==> src/verilog/uopPkg.sv <==
// Micro-op expander shared types, register map and instruction encoding constants
package uopPkg;

	// Control bits that travel with every micro-op into the pipeline
	typedef struct packed {
		logic instrMux;      // Micro-op replaces the decoded instruction
		logic noFlagUpdate;  // Suppress flag write in execute
		logic holdFetch;     // More micro-ops follow, fetch keeps instr
		logic ldmForward;    // Later LDM/STM transfer
		logic prevRsr;       // Second half of a register-shifted op
		logic keepV;         // Preserve V flag
		logic noRotate;      // imm12 used as plain offset, no rotate
	} uopCtrl_t;

	// Sequencer states, one per multi-cycle class plus the LDM writeback step
	typedef enum logic [2:0] {
		stReady,
		stRsr,
		stBl,
		stLdm,
		stLdmWriteback,
		stPostIndex
	} seqState_t;

	// Bit positions in the enable register
	localparam int enRsr = 0;
	localparam int enBl = 1;
	localparam int enLdm = 2;
	localparam int enPost = 3;
	localparam int classCount = 4;

	// AXI4-Lite register map
	localparam logic [3:0] addrCtrl = 4'h0;   // Class enables, RW
	localparam logic [3:0] addrCount = 4'h4;  // Expansion counter, write clears
	localparam logic [classCount-1:0] ctrlResetValue = 4'b1111;

	// AXI response codes
	localparam logic [1:0] respOkay = 2'b00;
	localparam logic [1:0] respSlvErr = 2'b10;

	// Register numbers
	localparam logic [3:0] regZ = 4'hF;     // Scratch Rz, fifth bit comes from regFileRz
	localparam logic [3:0] regLink = 4'hE;
	localparam logic [3:0] regPc = 4'hF;

	// Data processing opcodes
	localparam logic [3:0] opAdd = 4'b0100;
	localparam logic [3:0] opSub = 4'b0010;
	localparam logic [3:0] opMov = 4'b1101;

endpackage

==> src/verilog/uopCondCheck.sv <==
// Condition check, evaluates an ARM condition field against the N Z C V flags
`timescale 1ns/1ps

module uopCondCheck (
	input  logic [3:0] cond,
	input  logic [3:0] flags,   // {N, Z, C, V}
	output logic pass
);

	logic n, z, c, v;

	assign {n, z, c, v} = flags;

	always_comb begin
		case (cond)
			4'b0000: pass = z;                  // EQ
			4'b0001: pass = !z;                 // NE
			4'b0010: pass = c;                  // CS/HS
			4'b0011: pass = !c;                 // CC/LO
			4'b0100: pass = n;                  // MI
			4'b0101: pass = !n;                 // PL
			4'b0110: pass = v;                  // VS
			4'b0111: pass = !v;                 // VC
			4'b1000: pass = c && !z;            // HI
			4'b1001: pass = !c || z;            // LS
			4'b1010: pass = (n == v);           // GE
			4'b1011: pass = (n != v);           // LT
			4'b1100: pass = !z && (n == v);     // GT
			4'b1101: pass = z || (n != v);      // LE
			4'b1110: pass = 1'b1;               // AL
			default: pass = 1'b0;               // 1111 is the unconditional space
		endcase
	end

endmodule

==> src/verilog/ldmRegSelector.sv <==
// LDM/STM register picker, returns the lowest listed register and the remaining list
`timescale 1ns/1ps

module ldmRegSelector (
	input  logic [15:0] regList,    // Registers still to transfer
	output logic [3:0] selReg,      // Lowest set bit index
	output logic [15:0] restList    // regList with selReg removed
);

	// Scan high to low so the lowest hit is the one left standing
	always_comb begin
		selReg = 4'd0;
		for (int i = 15; i >= 0; i--) begin
			if (regList[i]) begin
				selReg = 4'(i);
			end
		end
	end

	// x & (x - 1) drops exactly the lowest set bit
	assign restList = regList & (regList - 16'd1);

	// The rest list only loses the selected register, never gains one
	listShrinks: assert final (
		((restList & ~regList) == 16'h0)
		&& ((regList == 16'h0)
			|| (regList[selReg] && !restList[selReg]
				&& ($countones(restList) == $countones(regList) - 1))));

endmodule

==> src/verilog/uopSequencer.sv <==
// Micro-op sequencer, splits RSR, BL, LDM/STM and post-indexed LDR/STR into single micro-ops
`timescale 1ns/1ps

module uopSequencer (
	input  logic clk,
	input  logic reset,
	input  logic stall,                 // Pipeline stall, freezes the sequence
	input  logic [31:0] instr,          // Decoded instruction, held while holdFetch
	input  logic [3:0] flags,           // {N, Z, C, V}
	input  logic [3:0] classEnable,
	output logic [31:0] uopInstr,
	output uopPkg::uopCtrl_t ctrl,
	output logic [3:0] regFileRz,       // {RA1 mux, fifth bit of WA3, RA2, RA1}
	output logic seqStart
);

	uopPkg::seqState_t state, nextState, ldmNext;
	logic condPass;
	logic isRsr, isBl, isLdm, isPost, startLdm;
	logic [15:0] remList, curList, restList;
	logic [3:0] selReg, kReg, curK;
	logic [4:0] nCount, curN, countNow;
	logic [5:0] offWords;           // Transfer offset in words
	logic lastXfer;
	logic [31:0] ldmUop, ldmWbUop;

	uopCondCheck u_condCheck (
		.cond(instr[31:28]),
		.flags(flags),
		.pass(condPass)
	);

	ldmRegSelector u_regSelector (
		.regList(curList),
		.selReg(selReg),
		.restList(restList)
	);

	// Class decode, misc space (BX, MRS and friends) is kept out of RSR
	assign isRsr = (instr[27:25] == 3'b000) && !instr[7] && instr[4]
		&& !((instr[24:23] == 2'b10) && !instr[20]) && classEnable[uopPkg::enRsr];
	assign isBl = (instr[27:24] == 4'b1011) && classEnable[uopPkg::enBl];
	assign isLdm = (instr[27:25] == 3'b100) && classEnable[uopPkg::enLdm];
	assign isPost = (instr[27:25] == 3'b010) && !instr[24] && !instr[21]
		&& classEnable[uopPkg::enPost];       // Immediate offset, P=0, W=0
	assign startLdm = isLdm && condPass && (instr[15:0] != 16'h0);  // Failed or empty passes through

	// First transfer works straight off instr, later ones off the registered list
	assign countNow = 5'($countones(instr[15:0]));
	assign curList = (state == uopPkg::stLdm) ? remList : instr[15:0];
	assign curK = (state == uopPkg::stLdm) ? kReg : 4'd0;
	assign curN = (state == uopPkg::stReady) ? countNow : nCount;
	assign lastXfer = (restList == 16'h0);
	assign ldmNext = !lastXfer ? uopPkg::stLdm
		: (instr[21] ? uopPkg::stLdmWriteback : uopPkg::stReady);

	// Offset by addressing mode {P, U}
	always_comb begin
		case (instr[24:23])
			2'b01: offWords = {2'b00, curK};                       // IA
			2'b11: offWords = {2'b00, curK} + 6'd1;                // IB
			2'b00: offWords = {1'b0, curN} - {2'b00, curK} - 6'd1; // DA
			default: offWords = {1'b0, curN} - {2'b00, curK};      // DB
		endcase
	end

	// Single word transfer, pre-indexed, no writeback
	assign ldmUop = {instr[31:28], 3'b010, 1'b1, instr[23], 1'b0, 1'b0, instr[20],
		instr[19:16], selReg, 4'h0, offWords, 2'b00};
	// Base update Rn = Rn +/- 4n
	assign ldmWbUop = {instr[31:28], 3'b001, instr[23] ? uopPkg::opAdd : uopPkg::opSub,
		1'b0, instr[19:16], instr[19:16], 5'b00000, curN, 2'b00};

	always_ff @(posedge clk) begin
		if (reset) begin
			state <= uopPkg::stReady;
			remList <= 16'h0;
			kReg <= 4'd0;
			nCount <= 5'd0;
		end else if (!stall) begin
			state <= nextState;
			remList <= restList;        // Only meaningful on the way into stLdm
			kReg <= curK + 4'd1;
			nCount <= curN;             // Latched in stReady, held after
		end
	end

	always_comb begin
		nextState = uopPkg::stReady;
		uopInstr = instr;               // Pass-through unless a micro-op takes over
		ctrl = '0;
		regFileRz = 4'b0000;
		case (state)
			uopPkg::stReady: begin
				if (isRsr) begin
					// MOV Rz, Rm <shift> Rs
					uopInstr = {instr[31:25], uopPkg::opMov, 1'b0, 4'h0, uopPkg::regZ,
						instr[11:0]};
					ctrl.instrMux = 1'b1;
					ctrl.noFlagUpdate = 1'b1;
					ctrl.holdFetch = 1'b1;
					regFileRz = 4'b1100;
					nextState = uopPkg::stRsr;
				end else if (isBl) begin
					// MOV LR, PC
					uopInstr = {instr[31:28], 3'b000, uopPkg::opMov, 1'b0, 4'h0,
						uopPkg::regLink, 8'h00, uopPkg::regPc};
					ctrl.instrMux = 1'b1;
					ctrl.holdFetch = 1'b1;
					nextState = uopPkg::stBl;
				end else if (startLdm) begin
					uopInstr = ldmUop;
					ctrl.instrMux = 1'b1;
					ctrl.noFlagUpdate = 1'b1;
					ctrl.holdFetch = !lastXfer || instr[21];  // Single reg without W ends here
					nextState = ldmNext;
				end else if (isPost) begin
					// Same access at [Rn] with P=1 U=1 W=0
					uopInstr = {instr[31:28], 3'b010, 1'b1, 1'b1, instr[22], 1'b0,
						instr[20], instr[19:12], 12'h000};
					ctrl.instrMux = 1'b1;
					ctrl.noFlagUpdate = 1'b1;
					ctrl.holdFetch = 1'b1;
					nextState = uopPkg::stPostIndex;
				end
			end
			uopPkg::stRsr: begin
				uopInstr = {instr[31:12], 8'h00, uopPkg::regZ};  // Original op on Rz
				ctrl.instrMux = 1'b1;
				ctrl.prevRsr = 1'b1;
				regFileRz = 4'b0010;
			end
			uopPkg::stBl: begin
				uopInstr = {instr[31:25], 1'b0, instr[23:0]};    // Plain B
				ctrl.instrMux = 1'b1;
			end
			uopPkg::stLdm: begin
				uopInstr = ldmUop;
				ctrl.instrMux = 1'b1;
				ctrl.noFlagUpdate = 1'b1;
				ctrl.ldmForward = 1'b1;
				ctrl.holdFetch = !lastXfer || instr[21];
				nextState = ldmNext;
			end
			uopPkg::stLdmWriteback: begin
				uopInstr = ldmWbUop;
				ctrl.instrMux = 1'b1;
				ctrl.noFlagUpdate = 1'b1;
			end
			uopPkg::stPostIndex: begin
				// Rn = Rn +/- imm12, direction from U
				uopInstr = {instr[31:28], 3'b001,
					instr[23] ? uopPkg::opAdd : uopPkg::opSub, 1'b0,
					instr[19:16], instr[19:16], instr[11:0]};
				ctrl.instrMux = 1'b1;
				ctrl.noFlagUpdate = 1'b1;
				ctrl.noRotate = 1'b1;
			end
			default: nextState = uopPkg::stReady;
		endcase
	end

	assign seqStart = (state == uopPkg::stReady) && ctrl.instrMux && !stall;

	// Fetch is never held while idle with the instruction passing through
	holdOnlyWhenMux: assert property (@(posedge clk) disable iff (reset)
		((state == uopPkg::stReady) && !ctrl.instrMux) |-> !ctrl.holdFetch);

	// A stalled cycle leaves the sequence where it was
	stallFreeze: assert property (@(posedge clk) disable iff (reset)
		stall |=> $stable(state));

endmodule

==> src/verilog/uopConfigRegs.sv <==
// AXI4-Lite configuration slave with per-class expansion enables and a start counter
`timescale 1ns/1ps

module uopConfigRegs (
	input  logic clk,
	input  logic reset,
	input  logic [3:0] awaddr,
	input  logic awvalid,
	output logic awready,
	input  logic [31:0] wdata,
	input  logic [3:0] wstrb,
	input  logic wvalid,
	output logic wready,
	output logic [1:0] bresp,
	output logic bvalid,
	input  logic bready,
	input  logic [3:0] araddr,
	input  logic arvalid,
	output logic arready,
	output logic [31:0] rdata,
	output logic [1:0] rresp,
	output logic rvalid,
	input  logic rready,
	input  logic seqStart,              // One pulse per started expansion
	output logic [uopPkg::classCount-1:0] classEnable
);

	logic wrAccept;                     // Shared AW/W ready
	logic wrFire, rdFire;
	logic wrCtrl, wrCount, wrMapped, rdMapped;
	logic [31:0] expCount;

	assign awready = wrAccept;
	assign wready = wrAccept;           // Address and data taken in the same beat
	assign wrFire = wrAccept && awvalid && wvalid;
	assign rdFire = arready && arvalid;

	assign wrCtrl = wrFire && (awaddr == uopPkg::addrCtrl);
	assign wrCount = wrFire && (awaddr == uopPkg::addrCount);
	assign wrMapped = (awaddr == uopPkg::addrCtrl) || (awaddr == uopPkg::addrCount);
	assign rdMapped = (araddr == uopPkg::addrCtrl) || (araddr == uopPkg::addrCount);

	// Write channel, one beat at a time, next accept waits for B to drain
	always_ff @(posedge clk) begin
		if (reset) begin
			wrAccept <= 1'b0;
			bvalid <= 1'b0;
		end else begin
			wrAccept <= awvalid && wvalid && !wrAccept && !bvalid;
			if (wrFire) begin
				bvalid <= 1'b1;
			end else if (bready) begin
				bvalid <= 1'b0;
			end
		end
	end

	always_ff @(posedge clk) begin
		if (wrFire) begin
			bresp <= wrMapped ? uopPkg::respOkay : uopPkg::respSlvErr;
		end
	end

	// Read channel
	always_ff @(posedge clk) begin
		if (reset) begin
			arready <= 1'b0;
			rvalid <= 1'b0;
		end else begin
			arready <= arvalid && !arready && !rvalid;
			if (rdFire) begin
				rvalid <= 1'b1;
			end else if (rready) begin
				rvalid <= 1'b0;
			end
		end
	end

	always_ff @(posedge clk) begin
		if (rdFire) begin
			rresp <= rdMapped ? uopPkg::respOkay : uopPkg::respSlvErr;
			case (araddr)
				uopPkg::addrCtrl: rdata <= {28'h0, classEnable};
				uopPkg::addrCount: rdata <= expCount;
				default: rdata <= 32'h0;   // Unmapped reads as zero
			endcase
		end
	end

	// Enables and counter, a clear write beats a same-cycle start
	always_ff @(posedge clk) begin
		if (reset) begin
			classEnable <= uopPkg::ctrlResetValue;
			expCount <= 32'h0;
		end else begin
			if (wrCtrl && wstrb[0]) begin
				classEnable <= wdata[uopPkg::classCount-1:0];
			end
			if (wrCount && (wstrb != 4'h0)) begin
				expCount <= 32'h0;
			end else if (seqStart) begin
				expCount <= expCount + 32'd1;
			end
		end
	end

	// Write response is not withdrawn before the master takes it
	bvalidHold: assert property (@(posedge clk) disable iff (reset)
		(bvalid && !bready) |=> bvalid);

endmodule

==> src/verilog/uopExpander.sv <==
// Decode-stage micro-op expander top, sequencer plus its AXI4-Lite configuration block
`timescale 1ns/1ps

module uopExpander (
	input  logic clk,
	input  logic reset,
	input  logic stall,
	input  logic [31:0] instr,
	input  logic [3:0] flags,
	output logic [31:0] uopInstr,
	output uopPkg::uopCtrl_t ctrl,
	output logic [3:0] regFileRz,
	input  logic [3:0] awaddr,
	input  logic awvalid,
	output logic awready,
	input  logic [31:0] wdata,
	input  logic [3:0] wstrb,
	input  logic wvalid,
	output logic wready,
	output logic [1:0] bresp,
	output logic bvalid,
	input  logic bready,
	input  logic [3:0] araddr,
	input  logic arvalid,
	output logic arready,
	output logic [31:0] rdata,
	output logic [1:0] rresp,
	output logic rvalid,
	input  logic rready
);

	logic seqStart;                                 // Sequencer to counter
	logic [uopPkg::classCount-1:0] classEnable;     // Config to sequencer

	uopSequencer u_uopSequencer (
		.clk(clk),
		.reset(reset),
		.stall(stall),
		.instr(instr),
		.flags(flags),
		.classEnable(classEnable),
		.uopInstr(uopInstr),
		.ctrl(ctrl),
		.regFileRz(regFileRz),
		.seqStart(seqStart)
	);

	uopConfigRegs u_uopConfigRegs (
		.clk(clk),
		.reset(reset),
		.awaddr(awaddr),
		.awvalid(awvalid),
		.awready(awready),
		.wdata(wdata),
		.wstrb(wstrb),
		.wvalid(wvalid),
		.wready(wready),
		.bresp(bresp),
		.bvalid(bvalid),
		.bready(bready),
		.araddr(araddr),
		.arvalid(arvalid),
		.arready(arready),
		.rdata(rdata),
		.rresp(rresp),
		.rvalid(rvalid),
		.rready(rready),
		.seqStart(seqStart),
		.classEnable(classEnable)
	);

endmodule

==> config.mk <==
export PLATFORM = sky130hd
export DESIGN_NAME = uopExpander
export DESIGN_NICKNAME = d
export VERILOG_FILES = /design/src/verilog/uopPkg.sv /design/src/verilog/uopCondCheck.sv /design/src/verilog/ldmRegSelector.sv /design/src/verilog/uopSequencer.sv /design/src/verilog/uopConfigRegs.sv /design/src/verilog/uopExpander.sv
export SDC_FILE = /design/constraint.sdc
export NUM_CORES = 1
export LEC_CHECK = 0
export BUFFER_PORTS_ARGS = -buffer_cell sky130_fd_sc_hd__buf_2
export CAP_MARGIN = 0
export CORE_ASPECT_RATIO = 1.4
export CORE_MARGIN = 2
export CORE_UTILIZATION = 61
export CTS_BUF_LIST = sky130_fd_sc_hd__clkbuf_8
export DETAILED_ROUTE_END_ITERATION = 10
export MAX_ROUTING_LAYER = met4
export PLACE_DENSITY = 0.95
export SYNTH_ARGS = -nofsm -noshare
export SYNTH_HDL_FRONTEND = slang
export SYNTH_SLANG_ARGS = --single-unit
==> constraint.sdc <==
create_clock -name clk -period 10.8 [get_ports clk]
set_clock_uncertainty 0.1 [all_clocks]
set_input_delay 1.62 -clock clk [delete_from_list [all_inputs] [get_ports clk]]
set_output_delay 1.62 -clock clk [all_outputs]
set_load 0.05 [all_outputs]
==> summary.md <==
| Metric | Value |
|---|---|
| Status | `completed` |
| Max-slew violation count | `0` |
| YS warnings | `0` |
| Min setup slack post-route | `1.65 ns` |
| # setup viols final | `0` |
| CTS buffer count | `9` |
| Gr ovfl total | `0` |
| Worst EP arrival | `7.43 ns` |
| Via Count | `7,694` |
| Later-pin clock latency in the skew report | `0.38 ns` |
| Fill cells | `983` |
| Crit. End Element | `primary output` |
| Synth area leader | `dfxtp_1` |
| Tightest Pin Transition | `1.05 ns` |
| CTS Sinks | `101` |
| ANT nets after route | `0` |
| Synth Instances | `914` |
| Post-Route WL | `21.2 mm` |
| Synth async-reset ratio | `0` |
| Synthesis-to-layout area growth | `10.8%` |
| H-Tree Depth | `3` |
| Hold Path Depth | `1` |
| Hpwl dp | `15.6 mm` |
| Crit path kind | `in -> out` |
| Height of the chip | `135 µm` |
| Clock Tree Buf Depth | `2` |
| Power density of the placed cells | `146 nW/µm²` |
| Drt first pass iters | `7` |
| DR WL/cell | `18.4 µm` |
| Tcrit/Tclk final | `0.847` |
| Placement Cell Area | `8120 µm²` |
| Number of synthesized flops with an enable pin | `34` |
| Setup WS pre-CTS | `1.86 ns` |
| First-pass GRT wire length | `34.6 mm` |
| Fin area | `8310 µm²` |
| Die area | `13,200 µm²` |
| RSZ-0062 raised after global routing | `no` |
| DRC Markers | `0` |
| Post-CTS Setup Inserts | `0` |
| Most frequent cell after synthesis | `nor2_1` |
| Min Tclk post-route | `9.15 ns` |
| Share of the synthesized area in the top cell type | `0.179` |
| Post_cts resized | `0` |
| Crit path cell chain | `buf_2 -> inv_1 -> ha_1 -> inv_1 -> fa_1 -> inv_1 -> fa_1 -> inv_1 -> fa_1 -> inv_1 -> fa_1 -> ha_1 -> mux2i_1 -> fa_1 -> ha_1 -> inv_1 -> mux4_2 -> o21ai_0 -> o21ai_0 -> o21ai_0 -> a22oi_1 -> buf_2` |
| Die Width | `97.7 µm` |
| Main area contributors after synthesis | `dfxtp_1 (18%), edfxtp_1 (14%), a21oi_1 (5.1%)` |
| Layout cells sized above 1 | `0.182` |
| Clk slew on worst S/H paths | `0.10 ns` |
| Post-synth top cells | `nor2_1 (79), a21oi_1 (76), dfxtp_1 (67), nand2_1 (60), inv_1 (57)` |
| Crit-path max FO | `8` |
| Max Cap Violations | `0` |
| Initial Util | `0.628` |
| Crit start category | `input port` |
| Total leakage power | `3.61 nW` |
| Input/output buffers | `139` |
| Nets | `1,129` |
| Core area | `11,900 µm²` |
| Slew margin rel. | `0.298` |
| Cell Area, Synth | `7500 µm²` |
| Worst hold path type | `reg -> reg` |
| Initial antenna violation count | `0` |
| Vias in the first global route | `7,310` |
| IO Pins | `172` |
| FMAX | `109 MHz` |
| CTS tree | `yes` |
| Syn_area_per_cell | `8.20 µm²` |
| Antenna fix cells | `0` |
| CP Data Required Time | `9.08 ns` |
| CP most frequent cell | `inv_1` |
| Total Neg Setup Slack | `0 ns` |
| Hold-fix buffer count after cts | `0` |
| Vias per inst | `6.67` |
| Top_reg_cell synth | `dfxtp_1` |
| Final GP Congestion | `1.02` |
| VDD IR max | `140 µV` |
| Final hold vios | `0` |
| Count of different cell masters after synthesis | `81` |
| Largest net degree at the start of global routing | `66` |
| Total GRT Usage | `0.328` |
| Post-synthesis sequential area ratio | `0.315` |
| Initial drt markers | `570` |
| Number of synthesized register bits | `101` |
| Placement row count | `47` |
| Root buffer cell | `clkbuf_8` |
| Slowest Stage Delay on Critical Path | `0.54 ns` |
| Worst R2R Path Depth | `7` |
| Slowest-stage cell, CP | `fa_1` |
cell usage in the layout, fill, tap and decap left out, drive strengths merged, types with 6 or more instances in the layout:
master / synthesis / routed
o21ai: 43 / 43
edfxtp: 34 / 34
a21o: 9 / 9
a21oi: 76 / 76
o31ai: 33 / 33
dfxtp: 67 / 67
mux2i: 25 / 25
nand4: 15 / 15
o22ai: 6 / 6
a31oi: 11 / 11
o211ai: 10 / 10
inv: 57 / 60
nor3: 13 / 13
or3: 9 / 9
nand2: 60 / 60
buf: 28 / 146
nand3b: 8 / 8
a211oi: 17 / 17
nand2b: 7 / 7
clkbuf: 45 / 9
a22oi: 10 / 10
nor2: 79 / 79
and2: 33 / 33
or4: 35 / 35
nor2b: 8 / 8
ha: 28 / 28
and3: 14 / 14
fa: 12 / 12
nand3: 34 / 34
critical path, delay by kind of cell:
family | cells | cell delay (ns)
AOI/OAI and AO/OA | 4 | 0.73
buffers and inverters | 8 | 0.85
adders and majority gates | 8 | 3.31
muxes | 2 | 0.90
cell families (layout without fill, tap and decap cells):
kind of cell             Yosys count  count (layout)  synth area share
XOR/XNOR                           7               7           0.00818
other                              1               4          0.000500
AND/OR/NAND/NOR                  342             342             0.248
buffers and inverters            132             221            0.0751
adder cells (fa/ha/maj)           43              43            0.0829
AO/OA/AOI/OAI                    258             258             0.227
flip-flops                       101             101             0.315
multiplexers                      30              30            0.0441
power by group:
group | internal (W) | switching [W] | leakage [nW]
Combinational | 0.000204 | 0.000359 | 2.61
Clock | 0.0000890 | 0.000145 | 0.0949
Sequential | 0.000403 | 0.0000116 | 0.904
path summary, 6_finish.rpt:
path / slack [ns] / start / endpoint
setup / recovery: 1.65 / instr[14] / uopInstr[3]
hold / removal: 0.36 / u_uopConfigRegs.bvalid$_SDFFE_PP0P_ / u_uopConfigRegs.awready$_SDFF_PP0_
setup reg to reg: 7.00 / u_uopSequencer.state[0]$_SDFFE_PP0N_ / u_uopSequencer.state[0]$_SDFFE_PP0N_
hold reg to reg: 0.36 / u_uopConfigRegs.bvalid$_SDFFE_PP0P_ / u_uopConfigRegs.awready$_SDFF_PP0_
metrics by stage:
step | instances | util | hold slack [ns] | total power [W]
final | 1153 | 0.696 | 0.356 | 0.00121
after global routing | 1153 | 0.696 | 0.379 | 0.00129
after global placement | 1137 | 0.680 | 0.323 | 0.000952
after detailed placement | 1137 | 0.680 | 0.348 | 0.000964
after floorplan | 917 | - | 0.350 | 0.000835
after CTS | 1153 | 0.696 | 0.363 | 0.00120
sequential cells by signal, indices dropped and copies added, names as in the netlist:
register	cells
u_uopConfigRegs.arready	1
u_uopConfigRegs.awready	1
u_uopConfigRegs.bresp	1
u_uopConfigRegs.bvalid	1
u_uopConfigRegs.classEnable	4
u_uopConfigRegs.expCount	32
u_uopConfigRegs.rdata	32
u_uopConfigRegs.rresp	1
u_uopConfigRegs.rvalid	1
u_uopSequencer.kReg	4
u_uopSequencer.nCount	5
u_uopSequencer.remList	15
u_uopSequencer.state	3
final cells by class:
type	instances	area (µm²)	share of cell area
Inverter	59	221	0.0267
Tap cell	147	184	0.0221
Sequential cell	101	2360	0.284
Multi-Input combinational cell	684	4600	0.554
Clock inverter	7	66.3	0.00798
Clock buffer	9	124	0.0149
Timing Repair Buffer	146	748	0.0901
layer usage:
layer | routed length [µm] | GRT usage | up-vias
met3 | 1790 | 0.0573 | 103
met1 | 7710 | 0.370 | 3594
met5 | 0 | - | -
met2 | 10500 | 0.549 | 449
met4 | 1220 | 0.188 | 0
li1 | - | - | 3548
(Power assumes the default switching activity.)
